File: config.mk
export PLATFORM = sky130hd
export DESIGN_NAME = microCpu
export DESIGN_NICKNAME = d
export VERILOG_FILES = /design/src/verilog/microPkg.sv /design/src/verilog/microCtrlIf.sv /design/src/verilog/controlStore.sv /design/src/verilog/microCpu.sv /design/src/verilog/microDatapath.sv /design/src/verilog/microSequencer.sv
export SDC_FILE = /design/constraint.sdc
export NUM_CORES = 1
export LEC_CHECK = 0
export ABC_AREA = 1
export BUFFER_PORTS_ARGS = -buffer_cell sky130_fd_sc_hd__buf_2
export CAP_MARGIN = 20
export CORE_MARGIN = 8
export CORE_UTILIZATION = 25
export DETAILED_ROUTE_END_ITERATION = 6
export GPL_TIMING_DRIVEN = 0
export PLACE_DENSITY = 0.48
export REMOVE_ABC_BUFFERS = 1
export SLEW_MARGIN = 10
export SYNTH_ARGS = -nofsm -noshare
export SYNTH_HDL_FRONTEND = slang
export SYNTH_SLANG_ARGS = --single-unit
File: constraint.sdc
create_clock -name clk -period 3.52 [get_ports clk]
set_clock_uncertainty 0.05 [all_clocks]
set_input_delay 0.352 -clock clk [delete_from_list [all_inputs] [get_ports clk]]
set_output_delay 0.352 -clock clk [all_outputs]
set_load 0.01 [all_outputs]
File: src/verilog/microPkg.sv
// Shared definitions for the microprogrammed CPU
// Microword layout, branch/ALU/destination/opcode enums, microcode addresses
package microPkg;

        // Data and microcode address widths
        localparam int dataW = 8;
        localparam int addrW = 8;

        typedef logic [addrW-1:0] microAddrT;

        // Next address selection
        typedef enum logic [3:0] {
                bopNever    = 4'h0,
                bopAlways   = 4'h1,
                bopIfGo     = 4'h2,
                bopIfValid  = 4'h3,
                bopIfZero   = 4'h4,
                bopDispatch = 4'h5
        } branchOpE;

        typedef enum logic [4:0] {
                aluPassA = 5'h00,
                aluPassB = 5'h01,
                aluAdd   = 5'h02,
                aluSub   = 5'h03,
                aluAnd   = 5'h04,
                aluOr    = 5'h05,
                aluXor   = 5'h06,
                aluShl   = 5'h07
        } aluOpE;

        // Where the ALU result goes
        typedef enum logic [2:0] {
                destNone = 3'h0,
                destAcc  = 3'h1,
                destIr   = 3'h2,
                destOut  = 3'h3,
                destHalt = 3'h4
        } destE;

        // Macro opcodes, C to E run as NOP
        typedef enum logic [3:0] {
                opNop  = 4'h0, opLdi  = 4'h1, opIn   = 4'h2, opAdd  = 4'h3,
                opAnd  = 4'h4, opOr   = 4'h5, opXor  = 4'h6, opSub  = 4'h7,
                opOut  = 4'h8, opShl  = 4'h9, opSkpz = 4'hA, opAdc  = 4'hB,
                opRsvC = 4'hC, opRsvD = 4'hD, opRsvE = 4'hE, opHalt = 4'hF
        } opcodeE;

        // 24-bit microword, MSB first
        typedef struct packed {
                destE      dest;
                logic      cinSel;
                aluOpE     aluFunc;
                logic      bSel;
                logic      aSel;
                branchOpE  bop;
                logic      count;
                microAddrT nextAddr;
        } microWordT;

        // Fixed entry points
        localparam microAddrT addrIdle   = 8'h00;
        localparam microAddrT addrFetch  = 8'h0E;
        localparam microAddrT addrDecode = 8'h0F;
        localparam microAddrT addrHalt   = 8'h10;
        localparam microAddrT addrSkip   = 8'h12;

        // Held by the microinstruction register out of reset
        localparam microWordT resetWord = '{
                dest: destNone, cinSel: 1'b0, aluFunc: aluPassA, bSel: 1'b0,
                aSel: 1'b0, bop: bopAlways, count: 1'b0, nextAddr: addrIdle
        };

endpackage

File: src/verilog/microCtrlIf.sv
// Decoded fields of the current microinstruction
// Producer, sequencer and datapath modports
interface microCtrlIf;

        // Sequencing fields
        microPkg::microAddrT nextAddr;
        logic                count;
        microPkg::branchOpE  bop;

        // Datapath fields
        logic                aSel;
        logic                bSel;
        microPkg::aluOpE     aluFunc;
        logic                cinSel;
        microPkg::destE      dest;

        // Microinstruction register side
        modport src (
                output nextAddr, count, bop,
                output aSel, bSel, aluFunc, cinSel, dest
        );

        modport seq (
                input nextAddr, count, bop
        );

        modport exe (
                input aSel, bSel, aluFunc, cinSel, dest
        );

endinterface

File: src/verilog/controlStore.sv
// Microcode ROM (256 x 24) and microinstruction register
// Idle, fetch, decode, per-opcode routines, skip and halt loop
module controlStore (
        input  logic                clk,
        input  logic                rstN,
        input  microPkg::microAddrT microAddr,
        microCtrlIf.src             ctrl
);

        microPkg::microWordT romWord;
        microPkg::microWordT mir;

        // Assemble one microword
        function automatic microPkg::microWordT mw(
                input microPkg::destE      dst,
                input microPkg::aluOpE     func,
                input logic                aSrc,
                input logic                bSrc,
                input logic                cinSrc,
                input microPkg::branchOpE  branch,
                input logic                cnt,
                input microPkg::microAddrT target
        );
                microPkg::microWordT w;
                w = '{dest: dst, cinSel: cinSrc, aluFunc: func, bSel: bSrc, aSel: aSrc,
                      bop: branch, count: cnt, nextAddr: target};
                return w;
        endfunction

        always_comb begin
                case (microAddr)
                        // Wait for go
                        microPkg::addrIdle:
                                romWord = mw(microPkg::destNone, microPkg::aluPassA, 1'b0, 1'b0,
                                             1'b0, microPkg::bopIfGo, 1'b0, microPkg::addrFetch);
                        // Wait for a valid instruction
                        microPkg::addrFetch:
                                romWord = mw(microPkg::destNone, microPkg::aluPassA, 1'b0, 1'b0,
                                             1'b0, microPkg::bopIfValid, 1'b0,
                                             microPkg::addrDecode);
                        // Take into IR and dispatch on its opcode
                        microPkg::addrDecode:
                                romWord = mw(microPkg::destIr, microPkg::aluPassA, 1'b0, 1'b0,
                                             1'b0, microPkg::bopDispatch, 1'b1,
                                             microPkg::addrFetch);
                        // Halt loop, parked for good
                        microPkg::addrHalt:
                                romWord = mw(microPkg::destNone, microPkg::aluPassA, 1'b0, 1'b0,
                                             1'b0, microPkg::bopNever, 1'b0, microPkg::addrHalt);
                        // Skip: wait for the next instruction
                        microPkg::addrSkip:
                                romWord = mw(microPkg::destNone, microPkg::aluPassA, 1'b0, 1'b0,
                                             1'b0, microPkg::bopIfValid, 1'b0, 8'h13);
                        // Take it and drop it
                        8'h13:
                                romWord = mw(microPkg::destIr, microPkg::aluPassA, 1'b0, 1'b0,
                                             1'b0, microPkg::bopAlways, 1'b1, microPkg::addrFetch);
                        // NOP and the spare opcodes
                        {microPkg::opNop, 4'h1}, {microPkg::opRsvC, 4'h1},
                        {microPkg::opRsvD, 4'h1}, {microPkg::opRsvE, 4'h1}:
                                romWord = mw(microPkg::destNone, microPkg::aluPassA, 1'b0, 1'b0,
                                             1'b0, microPkg::bopAlways, 1'b1, microPkg::addrFetch);
                        // Immediate into A
                        {microPkg::opLdi, 4'h1}:
                                romWord = mw(microPkg::destAcc, microPkg::aluPassB, 1'b0, 1'b0,
                                             1'b0, microPkg::bopAlways, 1'b1, microPkg::addrFetch);
                        // dataIn into A
                        {microPkg::opIn, 4'h1}:
                                romWord = mw(microPkg::destAcc, microPkg::aluPassA, 1'b1, 1'b0,
                                             1'b0, microPkg::bopAlways, 1'b1, microPkg::addrFetch);
                        {microPkg::opAdd, 4'h1}:
                                romWord = mw(microPkg::destAcc, microPkg::aluAdd, 1'b0, 1'b0,
                                             1'b0, microPkg::bopAlways, 1'b1, microPkg::addrFetch);
                        {microPkg::opAnd, 4'h1}:
                                romWord = mw(microPkg::destAcc, microPkg::aluAnd, 1'b0, 1'b0,
                                             1'b0, microPkg::bopAlways, 1'b1, microPkg::addrFetch);
                        {microPkg::opOr, 4'h1}:
                                romWord = mw(microPkg::destAcc, microPkg::aluOr, 1'b0, 1'b0,
                                             1'b0, microPkg::bopAlways, 1'b1, microPkg::addrFetch);
                        {microPkg::opXor, 4'h1}:
                                romWord = mw(microPkg::destAcc, microPkg::aluXor, 1'b0, 1'b0,
                                             1'b0, microPkg::bopAlways, 1'b1, microPkg::addrFetch);
                        // Carry in forced by the ALU
                        {microPkg::opSub, 4'h1}:
                                romWord = mw(microPkg::destAcc, microPkg::aluSub, 1'b0, 1'b0,
                                             1'b0, microPkg::bopAlways, 1'b1, microPkg::addrFetch);
                        // A through the ALU into the output register
                        {microPkg::opOut, 4'h1}:
                                romWord = mw(microPkg::destOut, microPkg::aluPassA, 1'b0, 1'b0,
                                             1'b0, microPkg::bopAlways, 1'b1, microPkg::addrFetch);
                        {microPkg::opShl, 4'h1}:
                                romWord = mw(microPkg::destAcc, microPkg::aluShl, 1'b0, 1'b0,
                                             1'b0, microPkg::bopAlways, 1'b1, microPkg::addrFetch);
                        // Zero set goes to skip, else falls through
                        {microPkg::opSkpz, 4'h1}:
                                romWord = mw(microPkg::destNone, microPkg::aluPassA, 1'b0, 1'b0,
                                             1'b0, microPkg::bopIfZero, 1'b1, microPkg::addrSkip);
                        {microPkg::opSkpz, 4'h2}:
                                romWord = mw(microPkg::destNone, microPkg::aluPassA, 1'b0, 1'b0,
                                             1'b0, microPkg::bopAlways, 1'b1, microPkg::addrFetch);
                        // Add with carry flag in
                        {microPkg::opAdc, 4'h1}:
                                romWord = mw(microPkg::destAcc, microPkg::aluAdd, 1'b0, 1'b0,
                                             1'b1, microPkg::bopAlways, 1'b1, microPkg::addrFetch);
                        {microPkg::opHalt, 4'h1}:
                                romWord = mw(microPkg::destHalt, microPkg::aluPassA, 1'b0, 1'b0,
                                             1'b0, microPkg::bopAlways, 1'b1, microPkg::addrHalt);
                        // Unused words restart at idle
                        default:
                                romWord = mw(microPkg::destNone, microPkg::aluPassA, 1'b0, 1'b0,
                                             1'b0, microPkg::bopAlways, 1'b1, microPkg::addrIdle);
                endcase
        end

        // Microinstruction register
        always_ff @(posedge clk) begin
                if (!rstN)
                        mir <= microPkg::resetWord;
                else
                        mir <= romWord;
        end

        assign ctrl.nextAddr = mir.nextAddr;
        assign ctrl.count    = mir.count;
        assign ctrl.bop      = mir.bop;
        assign ctrl.aSel     = mir.aSel;
        assign ctrl.bSel     = mir.bSel;
        assign ctrl.aluFunc  = mir.aluFunc;
        assign ctrl.cinSel   = mir.cinSel;
        assign ctrl.dest     = mir.dest;

endmodule

File: src/verilog/microCpu.sv
// Top level of the microprogrammed CPU
// Sequencer, control store and datapath on one control bus
module microCpu (
        input  logic                       clk,
        input  logic                       rstN,
        input  logic                       go,
        input  logic                       instrValid,
        input  logic [microPkg::dataW-1:0] instr,
        input  logic [microPkg::dataW-1:0] dataIn,
        output logic                       instrTake,
        output logic [microPkg::dataW-1:0] dataOut,
        output logic                       outStrobe,
        output logic                       halted
);

        // Current microword fields
        microCtrlIf ctrlBus ();

        microPkg::microAddrT microAddr;
        microPkg::opcodeE    opcode;
        logic                zeroFlag;
        // Only leaves the datapath for observation
        logic                carryFlag;

        microSequencer sequencer (
                .clk        (clk),
                .rstN       (rstN),
                .ctrl       (ctrlBus.seq),
                .go         (go),
                .instrValid (instrValid),
                .zeroFlag   (zeroFlag),
                .opcode     (opcode),
                .microAddr  (microAddr)
        );

        controlStore ctrlStore (
                .clk        (clk),
                .rstN       (rstN),
                .microAddr  (microAddr),
                .ctrl       (ctrlBus.src)
        );

        microDatapath datapath (
                .clk        (clk),
                .rstN       (rstN),
                .ctrl       (ctrlBus.exe),
                .instr      (instr),
                .dataIn     (dataIn),
                .opcode     (opcode),
                .zeroFlag   (zeroFlag),
                .carryFlag  (carryFlag),
                .instrTake  (instrTake),
                .dataOut    (dataOut),
                .outStrobe  (outStrobe),
                .halted     (halted)
        );

endmodule

File: src/verilog/microDatapath.sv
// Accumulator datapath: IR, ALU, zero/carry flags
// Output register with strobe, halted bit
module microDatapath (
        input  logic                        clk,
        input  logic                        rstN,
        microCtrlIf.exe                     ctrl,
        input  logic [microPkg::dataW-1:0]  instr,
        input  logic [microPkg::dataW-1:0]  dataIn,
        output microPkg::opcodeE            opcode,
        output logic                        zeroFlag,
        output logic                        carryFlag,
        output logic                        instrTake,
        output logic [microPkg::dataW-1:0]  dataOut,
        output logic                        outStrobe,
        output logic                        halted
);

        logic [microPkg::dataW-1:0] ir;
        logic [microPkg::dataW-1:0] acc;
        logic [microPkg::dataW-1:0] aOp;
        logic [microPkg::dataW-1:0] bOp;
        logic [microPkg::dataW-1:0] aluRes;
        logic [microPkg::dataW:0]   sum;
        logic                       aluCarry;
        logic                       cin;
        logic                       isSub;

        assign instrTake = (ctrl.dest == microPkg::destIr);

        // Opcode bypasses IR in the take cycle so decode can dispatch at once
        assign opcode = microPkg::opcodeE'(instrTake ? instr[7:4] : ir[7:4]);

        // Operand select
        assign aOp = ctrl.aSel ? dataIn : acc;
        assign bOp = ctrl.bSel ? '0 : {4'h0, ir[3:0]};

        // SUB is A + ~B + 1, carry out means no borrow
        assign isSub = (ctrl.aluFunc == microPkg::aluSub);
        assign cin   = isSub | (ctrl.cinSel & carryFlag);
        assign sum   = {1'b0, aOp} + {1'b0, (isSub ? ~bOp : bOp)} + {8'h00, cin};

        always_comb begin
                aluCarry = 1'b0;
                case (ctrl.aluFunc)
                        microPkg::aluPassA: aluRes = aOp;
                        microPkg::aluPassB: aluRes = bOp;
                        microPkg::aluAdd,
                        microPkg::aluSub: {aluCarry, aluRes} = sum;
                        microPkg::aluAnd: aluRes = aOp & bOp;
                        microPkg::aluOr:  aluRes = aOp | bOp;
                        microPkg::aluXor: aluRes = aOp ^ bOp;
                        // Bit 7 shifts out into carry
                        microPkg::aluShl: {aluCarry, aluRes} = {aOp, 1'b0};
                        default:          aluRes = aOp;
                endcase
        end

        // Instruction register
        always_ff @(posedge clk) begin
                if (instrTake)
                        ir <= instr;
        end

        // Accumulator, flags, output and halt
        always_ff @(posedge clk) begin
                if (!rstN) begin
                        acc       <= '0;
                        zeroFlag  <= 1'b0;
                        carryFlag <= 1'b0;
                        dataOut   <= '0;
                        outStrobe <= 1'b0;
                        halted    <= 1'b0;
                end else begin
                        // One cycle after the OUT word
                        outStrobe <= (ctrl.dest == microPkg::destOut);
                        case (ctrl.dest)
                                microPkg::destAcc: begin
                                        acc       <= aluRes;
                                        zeroFlag  <= (aluRes == '0);
                                        carryFlag <= aluCarry;
                                end
                                microPkg::destOut:  dataOut <= aluRes;
                                // Sticky until reset
                                microPkg::destHalt: halted  <= 1'b1;
                                default: ;
                        endcase
                end
        end

endmodule

File: src/verilog/microSequencer.sv
// Micro program counter and next-address selection
module microSequencer (
        input  logic                clk,
        input  logic                rstN,
        microCtrlIf.seq             ctrl,
        input  logic                go,
        input  logic                instrValid,
        input  logic                zeroFlag,
        input  microPkg::opcodeE    opcode,
        output microPkg::microAddrT microAddr
);

        // Address of the word now in the microinstruction register
        microPkg::microAddrT upc;
        logic                taken;

        // Branch condition
        always_comb begin
                case (ctrl.bop)
                        microPkg::bopNever:    taken = 1'b0;
                        microPkg::bopAlways:   taken = 1'b1;
                        microPkg::bopIfGo:     taken = go;
                        microPkg::bopIfValid:  taken = instrValid;
                        microPkg::bopIfZero:   taken = zeroFlag;
                        microPkg::bopDispatch: taken = 1'b1;
                        default:               taken = 1'b0;
                endcase
        end

        // Next address
        // Dispatch lands on the opcode's row at offset 1
        always_comb begin
                if (taken) begin
                        if (ctrl.bop == microPkg::bopDispatch)
                                microAddr = {opcode, 4'h1};
                        else
                                microAddr = ctrl.nextAddr;
                end else if (ctrl.count) begin
                        microAddr = upc + 8'd1;
                end else begin
                        // Count 0 repeats the word, wait loop
                        microAddr = upc;
                end
        end

        // ROM sees the next address, so upc tracks the registered word
        always_ff @(posedge clk) begin
                if (!rstN)
                        upc <= microPkg::addrIdle;
                else
                        upc <= microAddr;
        end

endmodule
# Word-level counts from Yosys, hierarchy flattened
# Index checks and enable logic that the tools add are counted.
[op_classes] add_sub_neg=3 eq_ne=38 n_mux=11 n_bitwise=6 n_reduce_logical=5
[op_table] cell="one-hot mux 24 bit (19 select lines)" count=1
[op_table] cell="equality test 8 bit (second input constant)" count=9
[op_table] cell="one-hot mux 8 bit (6 select lines)" count=1
[op_table] cell="two-way mux 8 bit" count=5
[op_table] cell="equality test 8 x 5 -> 1 bit (second input constant)" count=4
[op_table] cell="equality test 8 x 7 -> 1 bit (second input constant)" count=4
[op_table] cell="equality test 5 x 3 -> 1 bit (second input constant)" count=4
[op_table] cell="equality test 8 x 4 -> 1 bit (second input constant)" count=2
[op_table] cell="equality test 8 x 6 -> 1 bit (second input constant)" count=2
[op_table] cell="logical NOT 8 bit" count=2
[op_table] cell="equality test 5 x 2 -> 1 bit (second input constant)" count=2
[op_table] cell="adder 8 x 8 -> 9 bit" count=1
[op_table] cell="adder 9 x 1 -> 9 bit" count=1
[op_table] cell="adder 8 x 1 -> 8 bit (second input constant)" count=1
[op_table] cell="bitwise AND 8 bit" count=1
[op_table] cell="equality test 4 x 2 -> 1 bit (second input constant)" count=2
[op_table] cell="equality test 4 x 3 -> 1 bit (second input constant)" count=2
[op_table] cell="equality test 8 x 1 -> 1 bit (second input constant)" count=1
[op_table] cell="two-way mux 4 bit" count=2
[op_table] cell="NOT 8 bit" count=1
[op_table] cell="OR 8 bit" count=1
[op_table] cell="XOR 8 bit" count=1
[op_table] cell="equality test 3 x 2 -> 1 bit (second input constant)" count=2
[op_table] cell="equality test 5 x 1 -> 1 bit (second input constant)" count=1
[op_table] cell="9 further kinds" count=10
[totals] ff_bits=60 inputBits=20 word_cells=79

# Logic depth before layout (Yosys ltp)
[logic_depth] ltp_word=7 depth_mapped=21 ltp_nobuf=20

# Cells and area by module
# A second synthesis with hierarchy kept.
[hier_totals] hier_cells=577 area_unflattened_um2=3773.6
[modules_own_cells] mod="microDatapath" n_inst=1 cells_per_inst=334 area_each_um2=2169.6 seq_area_each_um2=640.6
[modules_own_cells] mod="controlStore" n_inst=1 cells_per_inst=137 area_each_um2=963.4 seq_area_each_um2=320.3
[modules_own_cells] mod="microSequencer" n_inst=1 cells_per_inst=106 area_each_um2=640.6 seq_area_each_um2=160.2

# Least setup slack after synthesis
# No wires, ideal clock.
[synth_path] kind="reg2reg" from="register ctrlStore.mir, in the netlist ctrlStore.ctrl.aluFunc[2]" to="register datapath.zeroFlag" setup_time_ns=0.070 t_arrival_ns=2.645 path_slack_ns=0.754 stages_incl_launch_ff=21 n_path_buf=1 period_less_slack_ns=2.766 cell_sequence="dfxtp_1 -> buf_2 -> inv_1 -> nand3_1 -> xor2_1 -> fa_1 -> inv_1 -> fa_1 -> nand2_1 -> nand2_1 -> nand2_1 -> nand2_1 -> nand2_1 -> nand2_1 -> a21oi_1 -> or2_2 -> nand3_1 -> nand3_1 -> nor2_1 -> nand3_1 -> a21oi_1"
[synth_between] elab_chain_len=6
[synth_rtl] element="from (decl)" line_no="controlStore.sv:11" text="microPkg::microWordT mir;"
[synth_rtl] element="from (signal assigned)" line_no="controlStore.sv:118" text="mir <= microPkg::resetWord;"
[synth_rtl] element="from (signal assigned)" line_no="controlStore.sv:120" text="mir <= romWord;"
[synth_rtl] element="equality test 5 x 2 -> 1 bit" line_no="microDatapath.sv:38, microDatapath.sv:44"
[synth_rtl] element="two-way mux 8 bit" line_no="microDatapath.sv:40" text="assign sum = {1'b0, aOp} + {1'b0, (isSub ? ~bOp : bOp)} + {8'h00, cin};"
[synth_rtl] element="adder 8 x 8 -> 9 bit" line_no="microDatapath.sv:40"
[synth_rtl] element="adder 9 x 1 -> 9 bit" line_no="microDatapath.sv:40"
[synth_rtl] element="one-hot mux 8 bit (6 select lines) (*)" line_no="microDatapath.sv:44" text="case (ctrl.aluFunc)"
[synth_rtl] element="logical NOT 8 bit (*)" line_no="microDatapath.sv:79" text="zeroFlag <= (aluRes == '0);"
[synth_rtl] element="to (signal assigned)" line_no="microDatapath.sv:79"
[synth_rtl] element="to (decl)" line_no="microDatapath.sv:10" text="output logic zeroFlag,"
# Every way passes the cells marked *; elsewhere a longest branch is shown, timed or not.
# A chain may end at the register's enable or synchronous reset.

# Final worst setup path
# Same ends and word-level chain as after synthesis.

==> reports/metrics.cfg <==
[clocking]
cts_hold_buf = 0
ctsResizeCount = 0
post_cts_buffers = 0
ctsLongestPathBuffers = 2
cts-root-buf = clkbuf_16
htree_levels = 2
clk_pin_slew_ps = 70
clkSinkCount = 52
cts_buffers = 5
clock_latency_ps = 290
cts_tree = done

[sta]
hold_viol_final = 0
post-route-period-util = 0.8887
max-slew-margin-rel = 0.4402
setup_viol = 0
worst_slew_pin_slew_ps = 835.2
max_freq_ghz = 0.3197
rsz0062_at_grt = no
finalCriticalPeriod_ps = 3128
drv_slew = 0
setup_total_negative_slack_ps = 0

[cells_and_area]
drive_gt1_frac = 0.1712
fin_nets = 592
diodes = 0
stdcell_area_mm2 = 0.004093
final_cells = 739
syn2layout_area_growth_pct = 13.81

[route]
antenna_left = 0
via_per_inst = 4.361
dr.pass1.iters = 4
drc = 0
wl_per_cell_um = 12.16
vias = 3223
drt_iter0_drc = 226
routed_wl_um = 8987

[power_and_ir_drop]
p_per_area_mw_per_mm2 = 545.8
seq_power_share = 0.339
peakVddDrop_mv = 0.1945
clkPwrFrac = 0.228
sw_frac_of_total = 0.4175
p_sw_mw = 0.9326
internal-power_mw = 1.301
power.total_mw = 2.234
comb_power_share = 0.433
leakagePower_nw = 2.020

[global_routing]
grt_pass1_vias = 3267
grt_max_degree = 27
grtUsageTotal = 0.1035
grt.overflow.total = 0
antenna_found_initial = 0
grt_pass1_wl_um = 15590

[placed_design]
post_dp_cell_area_mm2 = 0.003934
placedCellCount = 731
gp_congestion = 0.8144
io_buffers = 30
dp_hpwl_um = 7151

[hold_path]
whs_path_depth = 1
hold_class = in2reg
hold_start = instr[3]
hold_end = datapath.ir[3]

[floorplan]
die_area_mm2 = 0.01848
die_h_um = 135.9
die_w_um = 135.9
row_count = 44
ios = 31
fp.coreArea_mm2 = 0.01431
start_util = 0.2512

[flow_run]
drv_cap = 0

[run_status]
status = complete, no violations

[synthesis]
ys_seq_area_frac = 0.3118
ys.flop_type = dfxtp_1
netlist_instances = 526
yosys_warnings = 0
synth_edf_count = 8
syn_area_mm2 = 0.003596
ys_types = 46
syn_avg_cell_area_um2 = 6.836
synth_seq_cells = 52
async_flop_share = 0

[worst_setup_path]
crit_path_end_kind = flip-flop
reg2reg_depth = 15
arrival_ps = 3280
r2r_slack_ps = 390
crit_type = reg2reg
worstPathMaxFanout = 7
crit_required_ps = 3680
r2r-end = datapath.zeroFlag
start_kind = flip-flop
r2r-start = ctrlStore.ctrl.aluFunc[2]

==> power by group through the flow <==
stage               combinational (mW)  sequential (mW)  clock [mW]
finish                           0.967            0.758       0.509
global route                      1.11            0.770       0.550
CTS                              0.978            0.759       0.529
detailed placement               0.974            0.771           0
global placement                 0.968            0.770           0
floorplan                        0.786            0.753           0
==> how the worst max path moves through the flow <==
stage / from / end / slack, ps / cells past startpoint
5_1_grt: ctrlStore.ctrl.aluFunc[2] / datapath.zeroFlag / 70 / 15
2_1_floorplan: ctrlStore.ctrl.aluFunc[2] / datapath.zeroFlag / 810 / 19
4_1_cts: ctrlStore.ctrl.aluFunc[2] / datapath.zeroFlag / 130 / 15
3_3_place_gp: ctrlStore.ctrl.aluFunc[2] / datapath.zeroFlag / 150 / 15
6_report: ctrlStore.ctrl.aluFunc[2] / datapath.zeroFlag / 390 / 15
3_5_place_dp: ctrlStore.ctrl.aluFunc[2] / datapath.zeroFlag / 160 / 15
==> worst max-delay path, cell delays in order, from the launching register on <==
cell,delay (ps)
dfxtp_2,390
inv_1,110
nand3_2,170
inv_1,170
a21oi_1,240
fa_1,240
inv_1,70
fa_1,380
or2_2,300
nand3_1,90
o2111ai_1,230
nor2_1,140
nand2_1,80
nor3_1,170
nand3_1,90
a21oi_1,120
==> layout make-up <==
type	instances	area, um2
inverter	96	362.8
sequential	52	1122
clock inverter	2	13.76
tap	184	230.2
clock buffer	6	138.9
timing repair buffer	30	150.1
multi-input combinational	369	2074
fill	1583	10220
==> per-layer routing <==
metal	routed length, um	vias up	global-route usage	share of wire
li1	-	1743	-	-
met4	68	0	0.02746	0.0076
met1	4161	1436	0.1230	0.46
met5	0	-	0	0
met2	4477	40	0.1859	0.50
met3	279	4	0.01922	0.031
==> cells in the mapped netlist (6+ instances only) <==
master,number,area (um2)
nand4_1,8,50.05
edfxtp_1,8,240.2
dfxtp_1,44,880.8
a21oi_1,26,130.1
nand3b_1,6,45.04
inv_2,10,37.54
o22ai_1,6,37.54
nand2_2,14,87.58
ha_1,16,200.2
nand3_1,45,225.2
o21ai_0,29,145.1
nand2_1,113,424.2
nand3_2,6,60.06
inv_1,83,311.6
nor2_1,46,172.7
==> per-stage QoR <==
step                      hold slack, ps  utilization  worst slack (ps)
final                              185.7       0.2859             391.7
after global placement             410.8       0.2745             145.7
after global routing               172.4       0.2859             72.61
after detailed placement           426.4       0.2748             155.4
after floorplan                    395.6            -             809.6
after CTS                          175.2       0.2855             127.5
==> kinds of logic after synthesis <==
logic type / Yosys count / share of synthesized area
fa+ha+maj: 18 / 0.06681
mux: 1 / 0.003131
xor+xnor: 5 / 0.01218
compound gates: 83 / 0.1336
simple gates: 262 / 0.3584
buf+inv: 105 / 0.1141
flops: 52 / 0.3118
==> registers in the layout (all words and copies together) (netlist names), 3 cells and up <==
name / count
ctrlStore.ctrl.aluFunc: 3
ctrlStore.ctrl.bop: 3
ctrlStore.ctrl.dest: 3
datapath.acc: 8
datapath.dataOut: 8
ctrlStore.ctrl.nextAddr: 4
sequencer.upc: 8
datapath.ir: 8
==> cells in the final DEF, fill, tap and decap left out, drive strengths merged, types with 8 or more instances in the layout <==
cell type / synthesis / final
a21oi: 28 / 28
nand4: 8 / 8
nand2: 129 / 129
dfxtp: 44 / 44
inv: 94 / 95
edfxtp: 8 / 8
ha: 16 / 16
o21ai: 31 / 31
nor2: 56 / 56
nand3: 53 / 53
buf: 4 / 30
Note: power is estimated with default switching activity, not from simulation.
